### config.mk
export PLATFORM = sky130hd
export DESIGN_NAME = xg_mac_rx
export DESIGN_NICKNAME = d
export VERILOG_FILES = /design/src/hw/xg_mac_rx_pkg.sv /design/src/hw/xgmii_lane_decode.sv /design/src/hw/rx_frame_fsm.sv /design/src/hw/rx_fcs_align.sv /design/src/hw/crc32_eth_x32.sv /design/src/hw/xg_mac_rx.sv
export SDC_FILE = /design/constraint.sdc
export NUM_CORES = 1
export LEC_CHECK = 0
export BUFFER_PORTS_ARGS = -buffer_cell sky130_fd_sc_hd__buf_2
export CAP_MARGIN = 15
export CORE_ASPECT_RATIO = 0.6
export CORE_MARGIN = 8
export CORE_UTILIZATION = 62
export DETAILED_ROUTE_END_ITERATION = 8
export PLACE_DENSITY = 0.86
export REMOVE_ABC_BUFFERS = 1
export SETUP_SLACK_MARGIN = 0.3
export SLEW_MARGIN = 20
export SYNTH_ARGS = -nofsm -noshare
export SYNTH_HDL_FRONTEND = slang
export SYNTH_HIERARCHICAL = 1
export SYNTH_SLANG_ARGS = --single-unit
### constraint.sdc
create_clock -name xgmii_rx_clk -period 7.1 [get_ports xgmii_rx_clk]
set_input_delay 0.71 -clock xgmii_rx_clk [delete_from_list [all_inputs] [get_ports xgmii_rx_clk]]
set_output_delay 0.71 -clock xgmii_rx_clk [all_outputs]
set_load 0.02 [all_outputs]
### src/hw/xg_mac_rx_pkg.sv
`default_nettype none

package xg_mac_rx_pkg;

	//////////////////////////////////////////////////////////////////////
	// XGMII control characters

	localparam logic [7:0] XGMII_CTL_START = 8'hfb;
	localparam logic [7:0] XGMII_CTL_END   = 8'hfd;
	localparam logic [7:0] XGMII_CTL_ERROR = 8'hfe;
	localparam logic [7:0] XGMII_CTL_IDLE  = 8'h07;

	// Second preamble word, SFD sits in the lowest lane
	localparam logic [31:0] PREAMBLE_SFD_WORD = 32'h555555d5;

	//////////////////////////////////////////////////////////////////////
	// Widths

	localparam int LANES   = 4;
	localparam int BYTE_W  = 8;
	localparam int WORD_W  = 32;
	// Byte count 0..4
	localparam int BYTES_W = 3;
	localparam int CRC_W   = 32;

	//////////////////////////////////////////////////////////////////////
	// Ethernet CRC32, reflected form

	localparam logic [31:0] CRC_POLY   = 32'hedb88320;
	localparam logic [31:0] CRC_INIT   = 32'hffffffff;
	localparam logic [31:0] CRC_XOROUT = 32'hffffffff;

	//////////////////////////////////////////////////////////////////////
	// Types

	// One XGMII word, seen whole or per lane
	// Lane 3 is bits 31:24 and goes first on the wire
	typedef union packed {
		logic [WORD_W-1:0]             word;
		logic [LANES-1:0][BYTE_W-1:0]  lanes;
	} xgmii_word_u;

	// Receive frame states
	typedef enum logic [1:0] {
		IDLE     = 2'd0,
		PREAMBLE = 2'd1,
		BODY     = 2'd2
	} rx_state_e;

endpackage

`default_nettype wire

### src/hw/xgmii_lane_decode.sv
`timescale 1ns/1ps
`default_nettype none

module xgmii_lane_decode import xg_mac_rx_pkg::*; (
	// One control flag per lane
	input  logic [LANES-1:0] ctl,
	input  xgmii_word_u      data,

	// Per-lane character hits
	output logic [LANES-1:0] lane_end,
	output logic [LANES-1:0] lane_error,

	// Start only counts in lane 3
	output logic             start_seen,
	// Plain data word equal to 55 55 55 D5
	output logic             preamble_ok
);

	//////////////////////////////////////////////////////////////////////
	// Per-lane compares

	always_comb begin
		for (int i = 0; i < LANES; i++) begin
			// A data byte that happens to match is not a control char
			lane_end[i]   = ctl[i] && (data.lanes[i] == XGMII_CTL_END);
			lane_error[i] = ctl[i] && (data.lanes[i] == XGMII_CTL_ERROR);
		end
	end

	//////////////////////////////////////////////////////////////////////
	// Frame delimiters

	// Start of frame is always aligned to the leftmost lane
	assign start_seen = ctl[LANES-1] && (data.lanes[LANES-1] == XGMII_CTL_START);

	// Whole-word compare, any control flag spoils it
	assign preamble_ok = (ctl == '0) && (data.word == PREAMBLE_SFD_WORD);

endmodule

`default_nettype wire

### src/hw/rx_frame_fsm.sv
`timescale 1ns/1ps
`default_nettype none

module rx_frame_fsm import xg_mac_rx_pkg::*; (
	input  logic             xgmii_rx_clk,
	input  logic             arst_n,

	// Beat qualifier, low means stall
	input  logic             xgmii_rx_valid,

	// From the lane decoder
	input  logic [LANES-1:0] lane_end,
	input  logic [LANES-1:0] lane_error,
	input  logic             start_seen,
	input  logic             preamble_ok,

	// From the FCS compare
	input  logic             fcs_match,

	output logic             body_beat,
	output logic             first_beat,
	output logic             rx_start,
	output logic             rx_commit,
	output logic             rx_drop
);

	rx_state_e state_q;

	// Verdict timer, end beat seen one and two clocks ago
	logic pend_0_q;
	logic pend_1_q;

	logic any_error;

	assign any_error = |lane_error;

	// Payload-carrying beat, error beats carry nothing
	assign body_beat = (state_q == BODY) && xgmii_rx_valid && !any_error;

	//////////////////////////////////////////////////////////////////////
	// State, pulses and verdict timer

	always_ff @(posedge xgmii_rx_clk or negedge arst_n) begin
		if (!arst_n) begin
			state_q    <= IDLE;
			first_beat <= 1'b0;
			rx_start   <= 1'b0;
			rx_commit  <= 1'b0;
			rx_drop    <= 1'b0;
			pend_0_q   <= 1'b0;
			pend_1_q   <= 1'b0;
		end else begin
			rx_start <= 1'b0;

			// Timer runs on every clock so the verdict latency is fixed
			pend_0_q  <= 1'b0;
			pend_1_q  <= pend_0_q;
			rx_commit <= pend_1_q && fcs_match;
			rx_drop   <= pend_1_q && !fcs_match;

			if (xgmii_rx_valid) begin
				// Only the beat right after the SFD is a first beat
				first_beat <= 1'b0;

				case (state_q)
					IDLE: begin
						// Idles and stray errors are ignored here
						if (start_seen) begin
							state_q <= PREAMBLE;
						end
					end

					PREAMBLE: begin
						// Pulse start even if the preamble turns out bad
						rx_start <= 1'b1;
						if (preamble_ok) begin
							state_q    <= BODY;
							first_beat <= 1'b1;
						end else begin
							// Bad preamble, silent return
							state_q <= IDLE;
						end
					end

					BODY: begin
						// End may sit in any lane
						if (|lane_end) begin
							state_q  <= IDLE;
							pend_0_q <= 1'b1;
						end
					end

					default: begin
						state_q <= IDLE;
					end
				endcase

				// Error char inside a frame wins over everything
				if (any_error && (state_q != IDLE)) begin
					state_q    <= IDLE;
					first_beat <= 1'b0;
					rx_commit  <= 1'b0;
					rx_drop    <= 1'b1;
					// Cancel any verdict still in flight
					pend_0_q   <= 1'b0;
					pend_1_q   <= 1'b0;
				end
			end
		end
	end

endmodule

`default_nettype wire

### src/hw/rx_fcs_align.sv
`timescale 1ns/1ps
`default_nettype none

module rx_fcs_align import xg_mac_rx_pkg::*; (
	input  logic               xgmii_rx_clk,
	input  logic               arst_n,

	input  xgmii_word_u        xgmii_data,
	input  logic [LANES-1:0]   lane_end,
	input  logic               body_beat,
	input  logic               first_beat,

	// Finalized CRC in wire byte order
	input  logic [CRC_W-1:0]   crc_out,

	output logic [WORD_W-1:0]  rx_data,
	output logic               rx_data_valid,
	output logic [BYTES_W-1:0] rx_bytes_valid,
	output logic               fcs_match
);

	// Previous body word that may still turn out to be FCS
	xgmii_word_u held_q;

	logic [CRC_W-1:0] fcs_exp;
	logic [CRC_W-1:0] fcs_exp_q;

	assign rx_data = held_q.word;

	//////////////////////////////////////////////////////////////////////
	// Bytes valid and FCS splice

	always_comb begin
		rx_bytes_valid = '0;
		fcs_exp        = held_q.word;

		// Nothing from the word that held the SFD
		if (body_beat && !first_beat) begin
			// First end lane on the wire decides how much is FCS
			if (lane_end[3]) begin
				// Held word is all FCS
				fcs_exp = held_q.word;
			end else if (lane_end[2]) begin
				rx_bytes_valid = BYTES_W'(1);
				fcs_exp        = {held_q.lanes[2:0], xgmii_data.lanes[3]};
			end else if (lane_end[1]) begin
				rx_bytes_valid = BYTES_W'(2);
				fcs_exp        = {held_q.lanes[1:0], xgmii_data.lanes[3:2]};
			end else if (lane_end[0]) begin
				rx_bytes_valid = BYTES_W'(3);
				fcs_exp        = {held_q.lanes[0], xgmii_data.lanes[3:1]};
			end else begin
				// Mid-frame the held word is all payload
				rx_bytes_valid = BYTES_W'(LANES);
			end
		end
	end

	assign rx_data_valid = (rx_bytes_valid != '0);

	//////////////////////////////////////////////////////////////////////
	// Word delay

	always_ff @(posedge xgmii_rx_clk or negedge arst_n) begin
		if (!arst_n) begin
			held_q <= '0;
		end else if (body_beat) begin
			held_q <= xgmii_data;
		end
	end

	//////////////////////////////////////////////////////////////////////
	// Expected FCS captured on the end beat

	always_ff @(posedge xgmii_rx_clk) begin
		if (body_beat && (|lane_end)) begin
			fcs_exp_q <= fcs_exp;
		end
	end

	// Valid once crc_out has folded in the last payload bytes
	assign fcs_match = (fcs_exp_q == crc_out);

endmodule

`default_nettype wire

### src/hw/crc32_eth_x32.sv
`timescale 1ns/1ps
`default_nettype none

module crc32_eth_x32 import xg_mac_rx_pkg::*; (
	input  logic               xgmii_rx_clk,
	input  logic               arst_n,

	// Restart at CRC_INIT
	input  logic               clear,
	input  logic               enable,

	// Leading bytes of data to fold, lane 3 first
	input  logic [BYTES_W-1:0] bytes,
	input  logic [WORD_W-1:0]  data,

	output logic [CRC_W-1:0]   crc_out
);

	logic [CRC_W-1:0] crc_q;
	logic [CRC_W-1:0] crc_next;
	logic [CRC_W-1:0] crc_fin;

	// One byte through the reflected polynomial, LSB first
	function automatic logic [CRC_W-1:0] crc_byte(
		input logic [CRC_W-1:0]  crc,
		input logic [BYTE_W-1:0] b
	);
		logic [CRC_W-1:0] c;
		c = crc ^ {{(CRC_W-BYTE_W){1'b0}}, b};
		for (int k = 0; k < BYTE_W; k++) begin
			c = c[0] ? ((c >> 1) ^ CRC_POLY) : (c >> 1);
		end
		return c;
	endfunction

	//////////////////////////////////////////////////////////////////////
	// Fold 0..4 bytes, lane 3 down

	always_comb begin
		crc_next = crc_q;
		for (int i = 0; i < LANES; i++) begin
			if (i < int'(bytes)) begin
				crc_next = crc_byte(crc_next, data[WORD_W-1-i*BYTE_W -: BYTE_W]);
			end
		end
	end

	assign crc_fin = crc_q ^ CRC_XOROUT;

	//////////////////////////////////////////////////////////////////////
	// Stage 1 running CRC, stage 2 finalized output

	always_ff @(posedge xgmii_rx_clk or negedge arst_n) begin
		if (!arst_n) begin
			crc_q   <= CRC_INIT;
			crc_out <= '0;
		end else begin
			if (clear) begin
				crc_q <= CRC_INIT;
			end else if (enable) begin
				crc_q <= crc_next;
			end
			// FCS goes out low byte first, so swap to lane order
			crc_out <= {crc_fin[7:0], crc_fin[15:8], crc_fin[23:16], crc_fin[31:24]};
		end
	end

endmodule

`default_nettype wire

### src/hw/xg_mac_rx.sv
`timescale 1ns/1ps
`default_nettype none

module xg_mac_rx import xg_mac_rx_pkg::*; (
	input  logic               xgmii_rx_clk,
	input  logic               arst_n,

	// XGMII receive side
	input  logic               xgmii_rx_valid,
	input  logic [LANES-1:0]   xgmii_rx_ctl,
	input  logic [WORD_W-1:0]  xgmii_rx_data,

	// Upper layer stream, act only after rx_commit
	output logic               rx_start,
	output logic [WORD_W-1:0]  rx_data,
	output logic               rx_data_valid,
	output logic [BYTES_W-1:0] rx_bytes_valid,
	output logic               rx_commit,
	output logic               rx_drop
);

	logic [LANES-1:0] lane_end;
	logic [LANES-1:0] lane_error;
	logic             start_seen;
	logic             preamble_ok;
	logic             body_beat;
	logic             first_beat;
	logic             fcs_match;
	logic [CRC_W-1:0] crc_out;

	//////////////////////////////////////////////////////////////////////
	// Control character decode

	xgmii_lane_decode u_decode (
		.ctl         (xgmii_rx_ctl),
		.data        (xgmii_rx_data),
		.lane_end    (lane_end),
		.lane_error  (lane_error),
		.start_seen  (start_seen),
		.preamble_ok (preamble_ok)
	);

	//////////////////////////////////////////////////////////////////////
	// Frame tracking and verdict

	rx_frame_fsm u_fsm (
		.xgmii_rx_clk   (xgmii_rx_clk),
		.arst_n         (arst_n),
		.xgmii_rx_valid (xgmii_rx_valid),
		.lane_end       (lane_end),
		.lane_error     (lane_error),
		.start_seen     (start_seen),
		.preamble_ok    (preamble_ok),
		.fcs_match      (fcs_match),
		.body_beat      (body_beat),
		.first_beat     (first_beat),
		.rx_start       (rx_start),
		.rx_commit      (rx_commit),
		.rx_drop        (rx_drop)
	);

	//////////////////////////////////////////////////////////////////////
	// Payload delay and FCS strip

	rx_fcs_align u_align (
		.xgmii_rx_clk   (xgmii_rx_clk),
		.arst_n         (arst_n),
		.xgmii_data     (xgmii_rx_data),
		.lane_end       (lane_end),
		.body_beat      (body_beat),
		.first_beat     (first_beat),
		.crc_out        (crc_out),
		.rx_data        (rx_data),
		.rx_data_valid  (rx_data_valid),
		.rx_bytes_valid (rx_bytes_valid),
		.fcs_match      (fcs_match)
	);

	// CRC sees exactly the emitted payload bytes
	crc32_eth_x32 u_crc (
		.xgmii_rx_clk (xgmii_rx_clk),
		.arst_n       (arst_n),
		.clear        (rx_start),
		.enable       (rx_data_valid),
		.bytes        (rx_bytes_valid),
		.data         (rx_data),
		.crc_out      (crc_out)
	);

endmodule

`default_nettype wire

==> out/qor.csv <==
stage,metric,value,unit
outcome,status,"complete, no violations",
setup_path,crit_type,in -> reg,
setup_path,worstPathMaxFanout,15,
die,ios,78,
sta,min_period_over_period,92.49,%
clock_tree,cts_buffer_depth,2,
sta,finalCriticalPeriod,6566,ps
setup_path,cp-end-kind,flop,
run,drv_cap,0,
sta,worst_pin_slew,999.7,ps
clock_tree,cts_made_buffers,17,
clock_tree,clk_pin_slew_worst_paths,70,ps
drt,drc,0,
yosys,yosysTopAreaCell,dfrtp_1,
finish,final_cells,1503,
die,coreArea,0.01807,mm^2
sta,setup_viol,0,
die,start_util,63.13,%
setup_path,regToRegSetupSlack,1280,ps
place,io_buffers,77,
setup_path,required,7460,ps
yosys,async_flop_share,76.47,%
drt,detail_route.wl_per_cell,28.55,um
yosys,synthCells,1136,
clock_tree,cts_tree,done,
place,gp_congestion,1.058,
yosys,syn-cell-area,0.01141,mm^2
yosys,ys_seq_elements,136,
clock_tree,clockRootBuffer,clkbuf_16,
die,dieArea,0.02314,mm^2
drt,vias_per_cell,6.721,
finish,drive_gt1_share,25.89,%
drt,drt_iter0_drc,1890,
finish,fin_area,0.01300,mm^2
die,die_h,121.1,um
global_routing,grt_use_total,37.12,%
global_routing,antenna_found_initial,0,
sta,maxSlewHeadroom,33.36,%
global_routing,grt-ovfl-total,0,
global_routing,grt_pass1_vias,9367,
worst_hold_path,min_path_type,in -> async,
sta,worst_clock_skew,11.14,ps
drt,firstDrtPassIters,6,
yosys,synth_top_area_share,15.80,%
yosys,ys_types,81,
yosys,synth_edf_count,32,
finish,area_growth,13.94,%
yosys,synth.avg_cell_area,10.04,um^2
die,die_w,191.1,um
yosys,ys_top_cells_by_area,"dfrtp_1, xnor2_1, edfxtp_1, dfstp_2, xor2_1",
clock_tree,htreeDepth,4,
finish,nNetsFinal,1289,
setup_path,startpoint_type,input port,
finish,n_fill_cell,1356,
die,fp-row-count,38,
clock_tree,clock_sinks,136,
sta,fmax,152.3,MHz
global_routing,grt_max_degree,74,
finish,post-route-util,71.93,%
finish,final_common_cell,xnor2_1,
yosys,synth_ff_type,dfrtp_1,
sta,drv_slew,0,
sta,hold_viol_final,0,
finish,diodes,0,
sta,grt_setup_unrepaired,false,
clock_tree,clock_latency,440,ps
drt,ant_nets,0,
yosys,yosys_warnings,6,
drt,num_vias,10100,
place,dp.final_hpwl,32.86,mm
place,placed_cells,1470,
global_routing,grt_first_pass_wirelength,62.82,mm
setup_path,crit_arrival,6930,ps
yosys,synth-seq-area-share,31.59,%
finish,layout_common_cells,"xnor2_1, xor2_1, buf_4",
place,placed_cell_area,0.01241,mm^2
drt,wl,42.92,mm
## sequential cells by signal (all words and copies together), names as in the netlist
signal,count
u_align/fcs_exp_q,32
u_fsm/state_q,2
u_align/rx_data,32
u_crc/crc_q,32
u_fsm/rx_commit,1
u_fsm/pend_1_q,1
u_crc/crc_out,32
u_fsm/pend_0_q,1
u_fsm/rx_start,1
u_fsm/first_beat,1
u_fsm/rx_drop,1
## worst paths after layout
path / start / end / cells after the start
max: xgmii_rx_data[7] / u_crc/crc_q[17] / 25
min: arst_n / u_align/rx_data[25] / 1
max reg2reg: u_fsm/state_q[1] / u_crc/crc_q[17] / 21
min reg2reg: u_fsm/pend_0_q / u_fsm/pend_1_q / 1
max in group asynchronous: arst_n / u_crc/crc_out[26] / 2
min in group xgmii_rx_clk: u_fsm/pend_0_q / u_fsm/pend_1_q / 1
## cell usage after synthesis, types with 14 or more instances
| library cell | number |
|---|---|
| xnor2_1 | 149 |
| o21ai_1 | 34 |
| clkbuf_1 | 32 |
| mux2_2 | 37 |
| xnor3_1 | 35 |
| nor2_1 | 75 |
| xor2_1 | 96 |
| nand3_1 | 14 |
| dfrtp_1 | 72 |
| dfstp_2 | 32 |
| o21ai_0 | 75 |
| inv_1 | 42 |
| edfxtp_1 | 32 |
| nand2_1 | 72 |
| a221oi_1 | 32 |
| mux2i_1 | 32 |
| a21oi_1 | 66 |
## stage by stage
stage | TNS, ps | hold slack (ps) | setup WS, ps
after CTS | 0 | 217.7 | 642.9
after floorplan | -137980 | 414.4 | -4779
after global routing | 0 | 236.2 | 319.8
final | 0 | 212.2 | 533.5
after detailed placement | 0 | 440.4 | 210.8
after global placement | 0 | 430.3 | 206.0
## final cells by class
type / count / area [um^2] / area share (%)
multi-input cells: 893 / 7376 / 56.75
repair buffers: 158 / 996.0 / 7.663
clock inverters: 15 / 130.1 / 1.001
flip-flops and latches: 136 / 3603 / 27.73
clock buffers: 17 / 425.4 / 3.273
inverters: 44 / 165.2 / 1.271
well taps: 240 / 300.3 / 2.311
## per-layer routing
| metal | wire [um] | vias up | GRT usage [%] |
|---|---|---|---|
| met5 | 0 | - | 0 |
| met4 | 449 | 0 | 5.843 |
| met3 | 7638 | 46 | 16.91 |
| met2 | 16290 | 908 | 46.91 |
| met1 | 18540 | 4922 | 56.83 |
| li1 | - | 4226 | - |
## kinds of logic after synthesis
logic type / synth area share, %
xor gates and xnor gates: 31.90
AOI/OAI and AO/OA: 14.26
and+or+nand+nor: 11.19
DFF: 31.59
buffers and inverters: 4.223
muxes: 6.834
## critical path, stage by stage
cell and delay [ps]:
buf_2 100, and4_1 220, nand4_1 130, nor3b_1 80
or4_4 550, nor3_2 200, nor3b_4 300, nor3b_2 250
or3_1 250, buf_4 250, nand2b_1 80, mux2i_1 200
or2_2 310, xor2_4 250, xnor2_1 200, a21oi_2 120
xnor2_2 260, xnor3_2 480, mux2i_1 190, a2111oi_4 320
buf_4 300, xor2_4 330, xor2_1 370, xnor2_1 110
a311o_1 350
## timing repair
action,4_1_cts,5_1_grt
setup endpoints to repair,0,3
buffers inserted,0,1
hold buffers,0,0
resized for setup,0,4
Power is not shown: default switching activity piles up to over one toggle a cycle in this logic, so the estimate is an artifact.
